==> src/ps2_line_pkg.sv <==
/*
  PS/2 line-protocol definitions shared by the bit engine.
  Frame size, bit counter and frame types, and the encoding of the
  receive/transmit state machine.
*/
package ps2_line_pkg;

  // start + 8 data + parity + stop
  localparam int frame_bits = 11;

  typedef logic [3:0]            bit_count_t;  // counts frame bits, 0..11
  typedef logic [frame_bits-1:0] frame_t;      // shift register contents

  // line state machine
  // rx_clk_l sits at 0 so an unreset machine walks harmlessly into rx_clk_h
  typedef enum logic [3:0] {
    rx_clk_l            = 4'd0,
    rx_clk_h            = 4'd1,
    tx_wait_clk_h       = 4'd2,   // wait for keyboard clock high, debounced
    tx_force_clk_l      = 4'd3,   // hold clock low for the inhibit time
    tx_clk_h            = 4'd4,
    tx_clk_l            = 4'd5,
    tx_wait_ack         = 4'd6,   // data released, keyboard answers on next low clock
    tx_done_recovery    = 4'd7,
    tx_no_ack           = 4'd8,   // keyboard left data high at ack time
    tx_rise_mark        = 4'd9,   // one cycle, shifts the next tx bit out
    tx_first_wait_clk_h = 4'd10,  // start bit driven, wait for first keyboard clock
    tx_reset_timer      = 4'd12,
    rx_fall_mark        = 4'd13,  // one cycle, samples a rx bit
    rx_rise_mark        = 4'd14
  } line_state_t;

endpackage

==> src/kbd_code_pkg.sv <==
/*
  Keyboard scan code definitions for the translator and the top level.
  Holds the code and character types and the scan set 2 prefixes and
  shift keys.
*/
package kbd_code_pkg;

  typedef logic [7:0] scan_code_t;  // one keyboard scan code byte
  typedef logic [7:0] ascii_t;      // one ASCII character

  //------------------------------------------------------------
  // prefix codes
  //------------------------------------------------------------

  localparam scan_code_t extend_code  = 8'he0;  // extended key follows
  localparam scan_code_t release_code = 8'hf0;  // break code follows

  //------------------------------------------------------------
  // modifier keys
  //------------------------------------------------------------

  localparam scan_code_t left_shift_code  = 8'h12;
  localparam scan_code_t right_shift_code = 8'h59;

endpackage

==> src/ps2_line_engine.sv <==
/*
  Open-drain PS/2 bit engine. Receives 11-bit frames from the keyboard and
  sends 8-bit commands with odd parity. Lines are sampled through two flops;
  the *_low outputs pull the line down when high.
*/
`timescale 1ns/1ps

module ps2_line_engine
  import ps2_line_pkg::*, kbd_code_pkg::*;
#(
  parameter int inhibit_cycles  = 3000,  // clk cycles in 60 us
  parameter int debounce_cycles = 250    // clk cycles in 5 us
) (
  input  logic       clk,
  input  logic       reset,
  input  logic       ps2_clk_in,
  input  logic       ps2_data_in,
  output logic       ps2_clk_low,
  output logic       ps2_data_low,
  input  scan_code_t tx_data,
  input  logic       tx_write,
  output logic       tx_write_ack,
  output logic       tx_no_ack,
  output logic       frame_done,
  output scan_code_t frame_code
);

  localparam int inhibit_w  = $clog2(inhibit_cycles + 1);
  localparam int debounce_w = $clog2(debounce_cycles + 1);

  typedef logic [inhibit_w-1:0]  inhibit_count_t;
  typedef logic [debounce_w-1:0] debounce_count_t;

  logic            clk_meta, clk_s;    // clock line synchronizer
  logic            data_meta, data_s;  // data line synchronizer
  line_state_t     state, next_state;
  bit_count_t      bit_count;
  frame_t          shift_q;
  logic            inhibit_en, inhibit_done;
  logic            debounce_en, debounce_done;
  logic            tx_bits_done;
  logic            bit_step;
  inhibit_count_t  inhibit_count;
  debounce_count_t debounce_count;

  // idle level of both lines is high
  always_ff @(posedge clk)
  begin
    if (reset)
    begin
      clk_meta  <= 1'b1;
      clk_s     <= 1'b1;
      data_meta <= 1'b1;
      data_s    <= 1'b1;
    end
    else
    begin
      clk_meta  <= ps2_clk_in;
      clk_s     <= clk_meta;
      data_meta <= ps2_data_in;
      data_s    <= data_meta;
    end
  end

  //------------------------------------------------------------
  // state machine
  //------------------------------------------------------------

  always_ff @(posedge clk)
  begin
    if (reset) state <= rx_clk_h;
    else       state <= next_state;
  end

  always_comb
  begin
    next_state  = state;
    inhibit_en  = 1'b0;
    debounce_en = 1'b0;
    case (state)
      rx_clk_h:
      begin
        inhibit_en = 1'b1;  // doubles as rx watchdog
        if (tx_write)    next_state = tx_reset_timer;
        else if (!clk_s) next_state = rx_fall_mark;
      end
      rx_fall_mark: next_state = rx_clk_l;
      rx_clk_l:
      begin
        inhibit_en = 1'b1;
        if (tx_write)   next_state = tx_reset_timer;
        else if (clk_s) next_state = rx_rise_mark;
      end
      rx_rise_mark:   next_state = rx_clk_h;
      tx_reset_timer: next_state = tx_force_clk_l;  // restarts the 60 us count
      tx_force_clk_l:
      begin
        inhibit_en = 1'b1;
        if (inhibit_done) next_state = tx_first_wait_clk_h;
      end
      tx_first_wait_clk_h:
      begin
        debounce_en = 1'b1;
        // keyboard may take a long time before its first clock
        if (!clk_s && debounce_done) next_state = tx_clk_l;
      end
      tx_wait_clk_h:
      begin
        debounce_en = 1'b1;
        if (clk_s && debounce_done) next_state = tx_rise_mark;
      end
      tx_rise_mark: next_state = tx_clk_h;
      tx_clk_h:
      begin
        if (tx_bits_done) next_state = tx_wait_ack;
        else if (!clk_s)  next_state = tx_clk_l;
      end
      tx_clk_l: if (clk_s) next_state = tx_wait_clk_h;
      tx_wait_ack:
      begin
        // keyboard pulls data low with its ack clock
        if (!clk_s) next_state = data_s ? ps2_line_pkg::tx_no_ack : tx_done_recovery;
      end
      tx_done_recovery, ps2_line_pkg::tx_no_ack:
      begin
        if (clk_s && data_s) next_state = rx_clk_h;  // both lines released
      end
      default: next_state = rx_clk_h;
    endcase
  end

  //------------------------------------------------------------
  // timers, saturate at their terminal count
  //------------------------------------------------------------

  always_ff @(posedge clk)
  begin
    if (reset || !inhibit_en) inhibit_count <= '0;
    else if (!inhibit_done)   inhibit_count <= inhibit_count + 1'b1;
  end
  assign inhibit_done = (inhibit_count == inhibit_count_t'(inhibit_cycles - 1));

  always_ff @(posedge clk)
  begin
    if (reset || !debounce_en) debounce_count <= '0;
    else if (!debounce_done)   debounce_count <= debounce_count + 1'b1;
  end
  assign debounce_done = (debounce_count == debounce_count_t'(debounce_cycles - 1));

  //------------------------------------------------------------
  // bit counter and shift register
  //------------------------------------------------------------

  assign bit_step = (state == rx_fall_mark) || (state == tx_rise_mark);

  always_ff @(posedge clk)
  begin
    if (reset || frame_done || state == tx_reset_timer || state == tx_wait_ack)
      bit_count <= '0;
    else if (inhibit_done && state == rx_clk_h && clk_s)
      bit_count <= '0;  // clock idle too long, drop a partial frame
    else if (bit_step)
      bit_count <= bit_count + 4'd1;
  end

  assign frame_done   = (bit_count == bit_count_t'(frame_bits));
  assign tx_bits_done = (bit_count == bit_count_t'(frame_bits - 1));  // stop bit left

  // loads stop, odd parity, command and start; shifts lsb first both ways
  always_ff @(posedge clk)
  begin
    if (tx_write_ack)  shift_q <= {1'b1, ~^tx_data, tx_data, 1'b0};
    else if (bit_step) shift_q <= {data_s, shift_q[frame_bits-1:1]};
  end

  assign frame_code   = shift_q[8:1];
  assign tx_write_ack = tx_write && (state == rx_clk_h || state == rx_clk_l);
  assign tx_no_ack    = (state == ps2_line_pkg::tx_no_ack);
  assign ps2_clk_low  = (state == tx_force_clk_l);  // inhibit

  always_comb
  begin
    case (state)
      tx_first_wait_clk_h: ps2_data_low = 1'b1;  // start bit
      tx_wait_clk_h, tx_rise_mark, tx_clk_h, tx_clk_l:
        ps2_data_low = ~shift_q[0];
      default: ps2_data_low = 1'b0;
    endcase
  end

endmodule

==> src/scan_translator.sv <==
/*
  Turns completed PS/2 frames into key events. Tracks the E0 and F0
  prefixes and both shift keys, maps codes to ASCII on the UK layout,
  and holds rx_data_ready until rx_read.
*/
`timescale 1ns/1ps

module scan_translator
  import kbd_code_pkg::*;
(
  input  logic       clk,
  input  logic       reset,
  input  logic       frame_done,
  input  scan_code_t frame_code,
  input  logic       rx_read,
  output scan_code_t rx_scan_code,
  output ascii_t     rx_ascii,
  output logic       rx_extended,
  output logic       rx_released,
  output logic       rx_shift_key_on,
  output logic       rx_data_ready
);

  logic   is_extend, is_release, key_event;
  logic   hold_extended, hold_released;
  logic   left_shift, right_shift;
  ascii_t letter_char;  // lower case letter, 0 when not a letter
  ascii_t table_char;
  ascii_t key_ascii;

  assign is_extend  = (frame_code == extend_code);
  assign is_release = (frame_code == release_code);
  assign key_event  = frame_done && !is_extend && !is_release;

  // prefixes held until the key code that follows them
  always_ff @(posedge clk)
  begin
    if (reset || key_event)
    begin
      hold_extended <= 1'b0;
      hold_released <= 1'b0;
    end
    else if (frame_done)
    begin
      if (is_extend)  hold_extended <= 1'b1;
      if (is_release) hold_released <= 1'b1;
    end
  end

  // make sets, break clears
  always_ff @(posedge clk)
  begin
    if (reset)
    begin
      left_shift  <= 1'b0;
      right_shift <= 1'b0;
    end
    else if (frame_done)
    begin
      if (frame_code == left_shift_code)  left_shift  <= !hold_released;
      if (frame_code == right_shift_code) right_shift <= !hold_released;
    end
  end

  assign rx_shift_key_on = left_shift || right_shift;

  //------------------------------------------------------------
  // ascii lookup
  //------------------------------------------------------------

  always_comb
  begin
    case (frame_code)
      8'h1c: letter_char = 8'h61;  // a
      8'h32: letter_char = 8'h62;
      8'h21: letter_char = 8'h63;
      8'h23: letter_char = 8'h64;
      8'h24: letter_char = 8'h65;  // e
      8'h2b: letter_char = 8'h66;
      8'h34: letter_char = 8'h67;
      8'h33: letter_char = 8'h68;
      8'h43: letter_char = 8'h69;  // i
      8'h3b: letter_char = 8'h6a;
      8'h42: letter_char = 8'h6b;
      8'h4b: letter_char = 8'h6c;
      8'h3a: letter_char = 8'h6d;
      8'h31: letter_char = 8'h6e;  // n
      8'h44: letter_char = 8'h6f;
      8'h4d: letter_char = 8'h70;
      8'h15: letter_char = 8'h71;
      8'h2d: letter_char = 8'h72;  // r
      8'h1b: letter_char = 8'h73;
      8'h2c: letter_char = 8'h74;
      8'h3c: letter_char = 8'h75;
      8'h2a: letter_char = 8'h76;  // v
      8'h1d: letter_char = 8'h77;
      8'h22: letter_char = 8'h78;
      8'h35: letter_char = 8'h79;
      8'h1a: letter_char = 8'h7a;  // z
      default: letter_char = 8'h00;
    endcase
  end

  // {shift, code}, upper bit ? where shift does not matter
  always_comb
  begin
    casez ({rx_shift_key_on, frame_code})
      9'b?_0110_0110: table_char = 8'h08;  // backspace
      9'b?_0000_1101: table_char = 8'h09;  // tab
      9'b?_0101_1010: table_char = 8'h0d;  // enter
      9'b?_0111_0110: table_char = 8'h1b;  // escape
      9'b?_0010_1001: table_char = 8'h20;  // space
      9'h045: table_char = 8'h30;  // 0
      9'h016: table_char = 8'h31;
      9'h01e: table_char = 8'h32;
      9'h026: table_char = 8'h33;
      9'h025: table_char = 8'h34;
      9'h02e: table_char = 8'h35;  // 5
      9'h036: table_char = 8'h36;
      9'h03d: table_char = 8'h37;
      9'h03e: table_char = 8'h38;
      9'h046: table_char = 8'h39;  // 9
      9'h116: table_char = 8'h21;  // !
      9'h11e: table_char = 8'h22;  // double quote on shift 2
      9'h126: table_char = 8'h23;  // # stands in for the pound sign
      9'h125: table_char = 8'h24;  // $
      9'h12e: table_char = 8'h25;  // %
      9'h136: table_char = 8'h5e;  // ^
      9'h13d: table_char = 8'h26;  // &
      9'h13e: table_char = 8'h2a;  // *
      9'h146: table_char = 8'h28;  // (
      9'h145: table_char = 8'h29;  // )
      9'h052: table_char = 8'h27;  // single quote
      9'h041: table_char = 8'h2c;  // comma
      9'h04e: table_char = 8'h2d;  // -
      9'h049: table_char = 8'h2e;  // .
      9'h04a: table_char = 8'h2f;  // /
      9'h04c: table_char = 8'h3b;  // ;
      9'h055: table_char = 8'h3d;  // =
      9'h054: table_char = 8'h5b;  // [
      9'h05b: table_char = 8'h5d;  // ]
      9'h00e: table_char = 8'h60;  // backtick
      9'h061: table_char = 8'h5c;  // backslash, key left of z
      9'h05d: table_char = 8'h23;  // # next to enter
      9'h152: table_char = 8'h40;  // @
      9'h141: table_char = 8'h3c;  // <
      9'h14e: table_char = 8'h5f;  // _
      9'h149: table_char = 8'h3e;  // >
      9'h14a: table_char = 8'h3f;  // ?
      9'h14c: table_char = 8'h3a;  // :
      9'h155: table_char = 8'h2b;  // +
      9'h154: table_char = 8'h7b;  // {
      9'h15b: table_char = 8'h7d;  // }
      9'h10e: table_char = 8'h7c;  // | on shift backtick
      9'h161: table_char = 8'h7c;  // | on shift backslash
      9'h15d: table_char = 8'h7e;  // ~
      default: table_char = 8'h3f;  // unlisted codes show as ?
    endcase
  end

  always_comb
  begin
    if (letter_char == 8'h00)  key_ascii = table_char;
    else if (rx_shift_key_on)  key_ascii = letter_char - 8'h20;  // upper case
    else                       key_ascii = letter_char;
  end

  //------------------------------------------------------------
  // event outputs, overwritten when a new key arrives
  //------------------------------------------------------------

  always_ff @(posedge clk)
  begin
    if (reset)
    begin
      rx_scan_code  <= '0;
      rx_ascii      <= '0;
      rx_extended   <= 1'b0;
      rx_released   <= 1'b0;
      rx_data_ready <= 1'b0;
    end
    else if (key_event)
    begin
      rx_scan_code  <= frame_code;
      rx_ascii      <= key_ascii;
      rx_extended   <= hold_extended;
      rx_released   <= hold_released;
      rx_data_ready <= 1'b1;
    end
    else if (rx_read)
      rx_data_ready <= 1'b0;
  end

endmodule

==> src/ps2_keyboard.sv <==
/*
  PS/2 keyboard host top level. Joins the line engine and the scan code
  translator. Timer lengths are set here for the system clock in use.
*/
`timescale 1ns/1ps

module ps2_keyboard
  import kbd_code_pkg::*;
#(
  parameter int inhibit_cycles  = 3000,  // 60 us at 50 MHz
  parameter int debounce_cycles = 250    // 5 us at 50 MHz
) (
  input  logic       clk,
  input  logic       reset,
  input  logic       ps2_clk_in,
  input  logic       ps2_data_in,
  output logic       ps2_clk_low,      // high pulls the clock line down
  output logic       ps2_data_low,     // high pulls the data line down
  input  scan_code_t tx_data,
  input  logic       tx_write,         // hold until tx_write_ack
  output logic       tx_write_ack,
  output logic       tx_no_ack,
  input  logic       rx_read,          // one cycle, clears rx_data_ready
  output scan_code_t rx_scan_code,
  output ascii_t     rx_ascii,
  output logic       rx_extended,
  output logic       rx_released,
  output logic       rx_shift_key_on,
  output logic       rx_data_ready
);

  logic       frame_done;
  scan_code_t frame_code;

  ps2_line_engine #(
    .inhibit_cycles  (inhibit_cycles),
    .debounce_cycles (debounce_cycles)
  ) i_engine (
    .clk          (clk),
    .reset        (reset),
    .ps2_clk_in   (ps2_clk_in),
    .ps2_data_in  (ps2_data_in),
    .ps2_clk_low  (ps2_clk_low),
    .ps2_data_low (ps2_data_low),
    .tx_data      (tx_data),
    .tx_write     (tx_write),
    .tx_write_ack (tx_write_ack),
    .tx_no_ack    (tx_no_ack),
    .frame_done   (frame_done),
    .frame_code   (frame_code)
  );

  scan_translator i_translator (
    .clk             (clk),
    .reset           (reset),
    .frame_done      (frame_done),
    .frame_code      (frame_code),
    .rx_read         (rx_read),
    .rx_scan_code    (rx_scan_code),
    .rx_ascii        (rx_ascii),
    .rx_extended     (rx_extended),
    .rx_released     (rx_released),
    .rx_shift_key_on (rx_shift_key_on),
    .rx_data_ready   (rx_data_ready)
  );

endmodule

==> config.mk <==
export PLATFORM = sky130hd
export DESIGN_NAME = ps2_keyboard
export DESIGN_NICKNAME = d
export VERILOG_FILES = /design/src/ps2_line_pkg.sv /design/src/kbd_code_pkg.sv /design/src/ps2_line_engine.sv /design/src/scan_translator.sv /design/src/ps2_keyboard.sv
export SDC_FILE = /design/constraint.sdc
export NUM_CORES = 1
export LEC_CHECK = 0
export ABC_AREA = 1
export BUFFER_PORTS_ARGS = -buffer_cell sky130_fd_sc_hd__buf_2
export CAP_MARGIN = 20
export CORE_ASPECT_RATIO = 1.75
export CORE_MARGIN = 2
export CORE_UTILIZATION = 45
export CTS_BUF_LIST = sky130_fd_sc_hd__clkbuf_8
export DETAILED_ROUTE_END_ITERATION = 6
export PLACE_DENSITY_LB_ADDON = 0.3
export SLEW_MARGIN = 20
export SYNTH_ARGS = -nofsm -noshare
export SYNTH_HDL_FRONTEND = slang
export SYNTH_SLANG_ARGS = --single-unit
==> constraint.sdc <==
create_clock -name clk -period 3.16 [get_ports clk]
set_input_delay 0.316 -clock clk [delete_from_list [all_inputs] [get_ports clk]]
set_output_delay 0.316 -clock clk [all_outputs]
set_load 0.05 [all_outputs]
==> flow_summary_export.csv <==
group,metric,value,unit
timing,fmax,0.390,GHz
routing,viasPerCell,5.41,
global_route,gr-usage-all-layers,23.7,%
routing,dr.pass1.iters,7,
final_layout,diodes,0,
routing,routedWlPerCell,14.5,um
die,dieArea,12000,um^2
synthesis,yosys_register_bits,72,
routing,drc,0,
global_route,grt_overflow_total,0,
timing,hold_viol,0,
routing,vias,5167,
timing,setup_slack,0.596,ns
synthesis,synth_compound_area_share,10.3,%
placement,globalplace.congestion,0.972,
timing,slew_violations,0,
worst_setup_path,endpoint_kind,"flop",
outcome,outcome,"complete, no violations",
die,die_h,144,um
die,rows,51,
synthesis,synth.yosys.seq_area_share,30.5,%
final_layout,area_growth,10.3,%
timing,setup_viol,0,
timing,setup-tns-final,0,ns
timing,tightest_slew,0.610,ns
synthesis,synth_warnings,0,
global_route,grt_max_degree,28,
synthesis,syn_area_per_cell,6.42,um^2
timing,min_period,2.56,ns
clock_tree,clkTransAtPathRegs,0.09,ns
synthesis,yosys.area_share.simple,44.7,%
timing,finClkSkew,0.0171,ns
worst_hold_path,hold_class,"in -> reg",
power_and_ir_drop,p_leak,0.00268,uW
worst_setup_path,cp.required,3.40,ns
clock_tree,clkSinkCount,72,
die,fp.dieW,83.8,um
global_route,antenna_found_initial,0,
routing,ant_nets,0,
die,initial_utilization,45.7,%
synthesis,synth_top_family_by_area,"simple AND/OR/NAND/NOR gates",
worst_setup_path,path_class,"reg -> reg",
clock_tree,tritoncts,"built",
placement,dp.cells,939,
clock_tree,cts_buffers,9,
clock_tree,cts-resized-gates,0,
final_layout,fin_area,5540,um^2
synthesis,synthXorXnorAreaFrac,2.27,%
synthesis,synthesis.instances,781,
power_and_ir_drop,p_per_area,829,nW/um^2
timing,period_share,81.1,%
routing,drtIter0Drc,306,
power_and_ir_drop,vdd_ir_drop_max,0.388,mV
clock_tree,cts_buffer_depth,2,
synthesis,synth.cell_area,5020,um^2
synthesis,synth_fp_nets,810,
placement,portBuffers,37,
clock_tree,cts_root_buf,"clkbuf_8",
timing,slew-limit-headroom,59.2,%
final_layout,final_common_cell,"nand2_1",
worst_setup_path,cp_data_arrival_time,2.80,ns
worst_setup_path,crit_fanout,8,
placement,placed_area,5320,um^2
worst_setup_path,cp-start-kind,"flop",
synthesis,synth_fa_ha_area_share,3.74,%
synthesis,ys_types,46,
timing,rsz0062_at_grt,"no",
clock_tree,h-tree-depth,3,
final_layout,layout_common_cells,"nand2_1, nor2_1, nand3_1",
placement,place_ws,0.622,ns
die,core,11000,um^2
global_route,grt_pass1_vias,5078,
final_layout,drive_above_1_share,13.7,%
routing,wl,13900,um
global_route,grt_pass1_wl,23100,um
clock_tree,hold_buffers,0,
final_layout,layout.nets,847,
clock_tree,insertion_delay,0.36,ns
placement,hpwl,10900,um
final_layout,nFillCells,1178,
final_layout,finalNonFillerCells,955,
clock_tree,post_cts_buffers,0,
synthesis,synth.area.mux_share,0,%
run,maxCapViolCount,0,
die,pin_count,38,
## worst max-delay path, cell delays in order, from the launching register on
cell	delay [ns]
dfxtp_1	0.41
nor2_4	0.23
nand3_4	0.20
inv_6	0.14
nand2_1	0.07
o21ai_1	0.11
o21bai_1	0.25
inv_1	0.15
ha_1	0.23
nand2_2	0.14
nand2_1	0.09
nand2_1	0.08
nand2_1	0.05
nand2_1	0.05
nand2_1	0.04
nand2_1	0.05
nand2_1	0.04
nand2_1	0.05
nand2_1	0.04
## worst paths after layout
check,slack [ns],depth (start not counted),startpoint,endpoint
worst max-delay path,0.60,18,i_engine.state[3],flop
worst min-delay path,0.14,2,rx_read,i_translator.rx_data_ready
worst max register to register,0.60,18,i_engine.state[3],flop
worst min register to register,0.41,1,i_engine.data_meta,i_engine.data_s
## power by group
| group | total [uW] | switching (uW) | internal [uW] |
|---|---|---|---|
| clock network | 804 | 359 | 446 |
| registers | 1240 | 152 | 1090 |
| logic | 2540 | 1780 | 760 |
## registers in the layout (all words and copies together), names as in the netlist, 4 cells and up, named ones only
register	cells
i_translator.rx_scan_code	8
i_engine.inhibit_count	12
i_engine.debounce_count	8
i_engine.shift_q	11
i_translator.rx_ascii	8
i_engine.bit_count	4
i_engine.state	4
## stage by stage
| step | util [%] | power, uW | hold WS, ns |
|---|---|---|---|
| after floorplan | - | 3220 | 0.389 |
| after global placement | 48.4 | 3780 | 0.391 |
| after detailed placement | 48.4 | 3770 | 0.394 |
| after CTS | 50.4 | 4580 | 0.130 |
| after global routing | 50.4 | 4980 | 0.144 |
| final | 50.4 | 4590 | 0.140 |
## Yosys cell counts, drive strengths merged
cell type | instances | share of area (%)
xor2 | 4 | 0.70
and3 | 2 | 0.25
a2111oi | 1 | 0.17
o31ai | 2 | 0.30
nor4 | 2 | 0.25
clkbuf | 6 | 0.45
nand2 | 229 | 18
dfxtp | 63 | 25
a21oi | 36 | 4.0
o22ai | 1 | 0.12
a211oi | 2 | 0.30
ha | 15 | 3.7
a31oi | 3 | 0.37
edfxtp | 9 | 5.4
and2 | 2 | 0.25
nor3b | 4 | 0.60
or2 | 13 | 1.6
inv | 88 | 6.8
and3b | 1 | 0.17
nand3b | 3 | 0.45
nor2 | 103 | 9.4
nand3 | 89 | 9.4
nand4 | 18 | 2.2
xnor2 | 9 | 1.6
buf | 9 | 1.2
o21bai | 1 | 0.15
o211ai | 3 | 0.45
nor3 | 21 | 2.1
o21ai | 42 | 4.4
## final cells by class
class	count	area, um^2	area share (%)
inverter	88	340	6.15
timing repair buffer	41	215	3.89
multi-input combinational	606	3060	55.4
tap	132	165	2.98
sequential	72	1530	27.7
clock inverter	7	95.1	1.72
clock buffer	9	124	2.24
## layer usage
layer,wire [um],up-vias,track usage [%]
li1,-,2622,-
met3,564,51,1.84
met1,5190,2323,24.6
met4,745,0,15.8
met5,0,-,0
met2,7390,171,45.1
## cell families after synthesis
logic type | after synthesis
simple gates | 487
buf+inv | 103
compound gates | 91
flops | 72
fa+ha+maj | 15
xor+xnor | 13
Note: power is estimated with default switching activity, not from simulation.
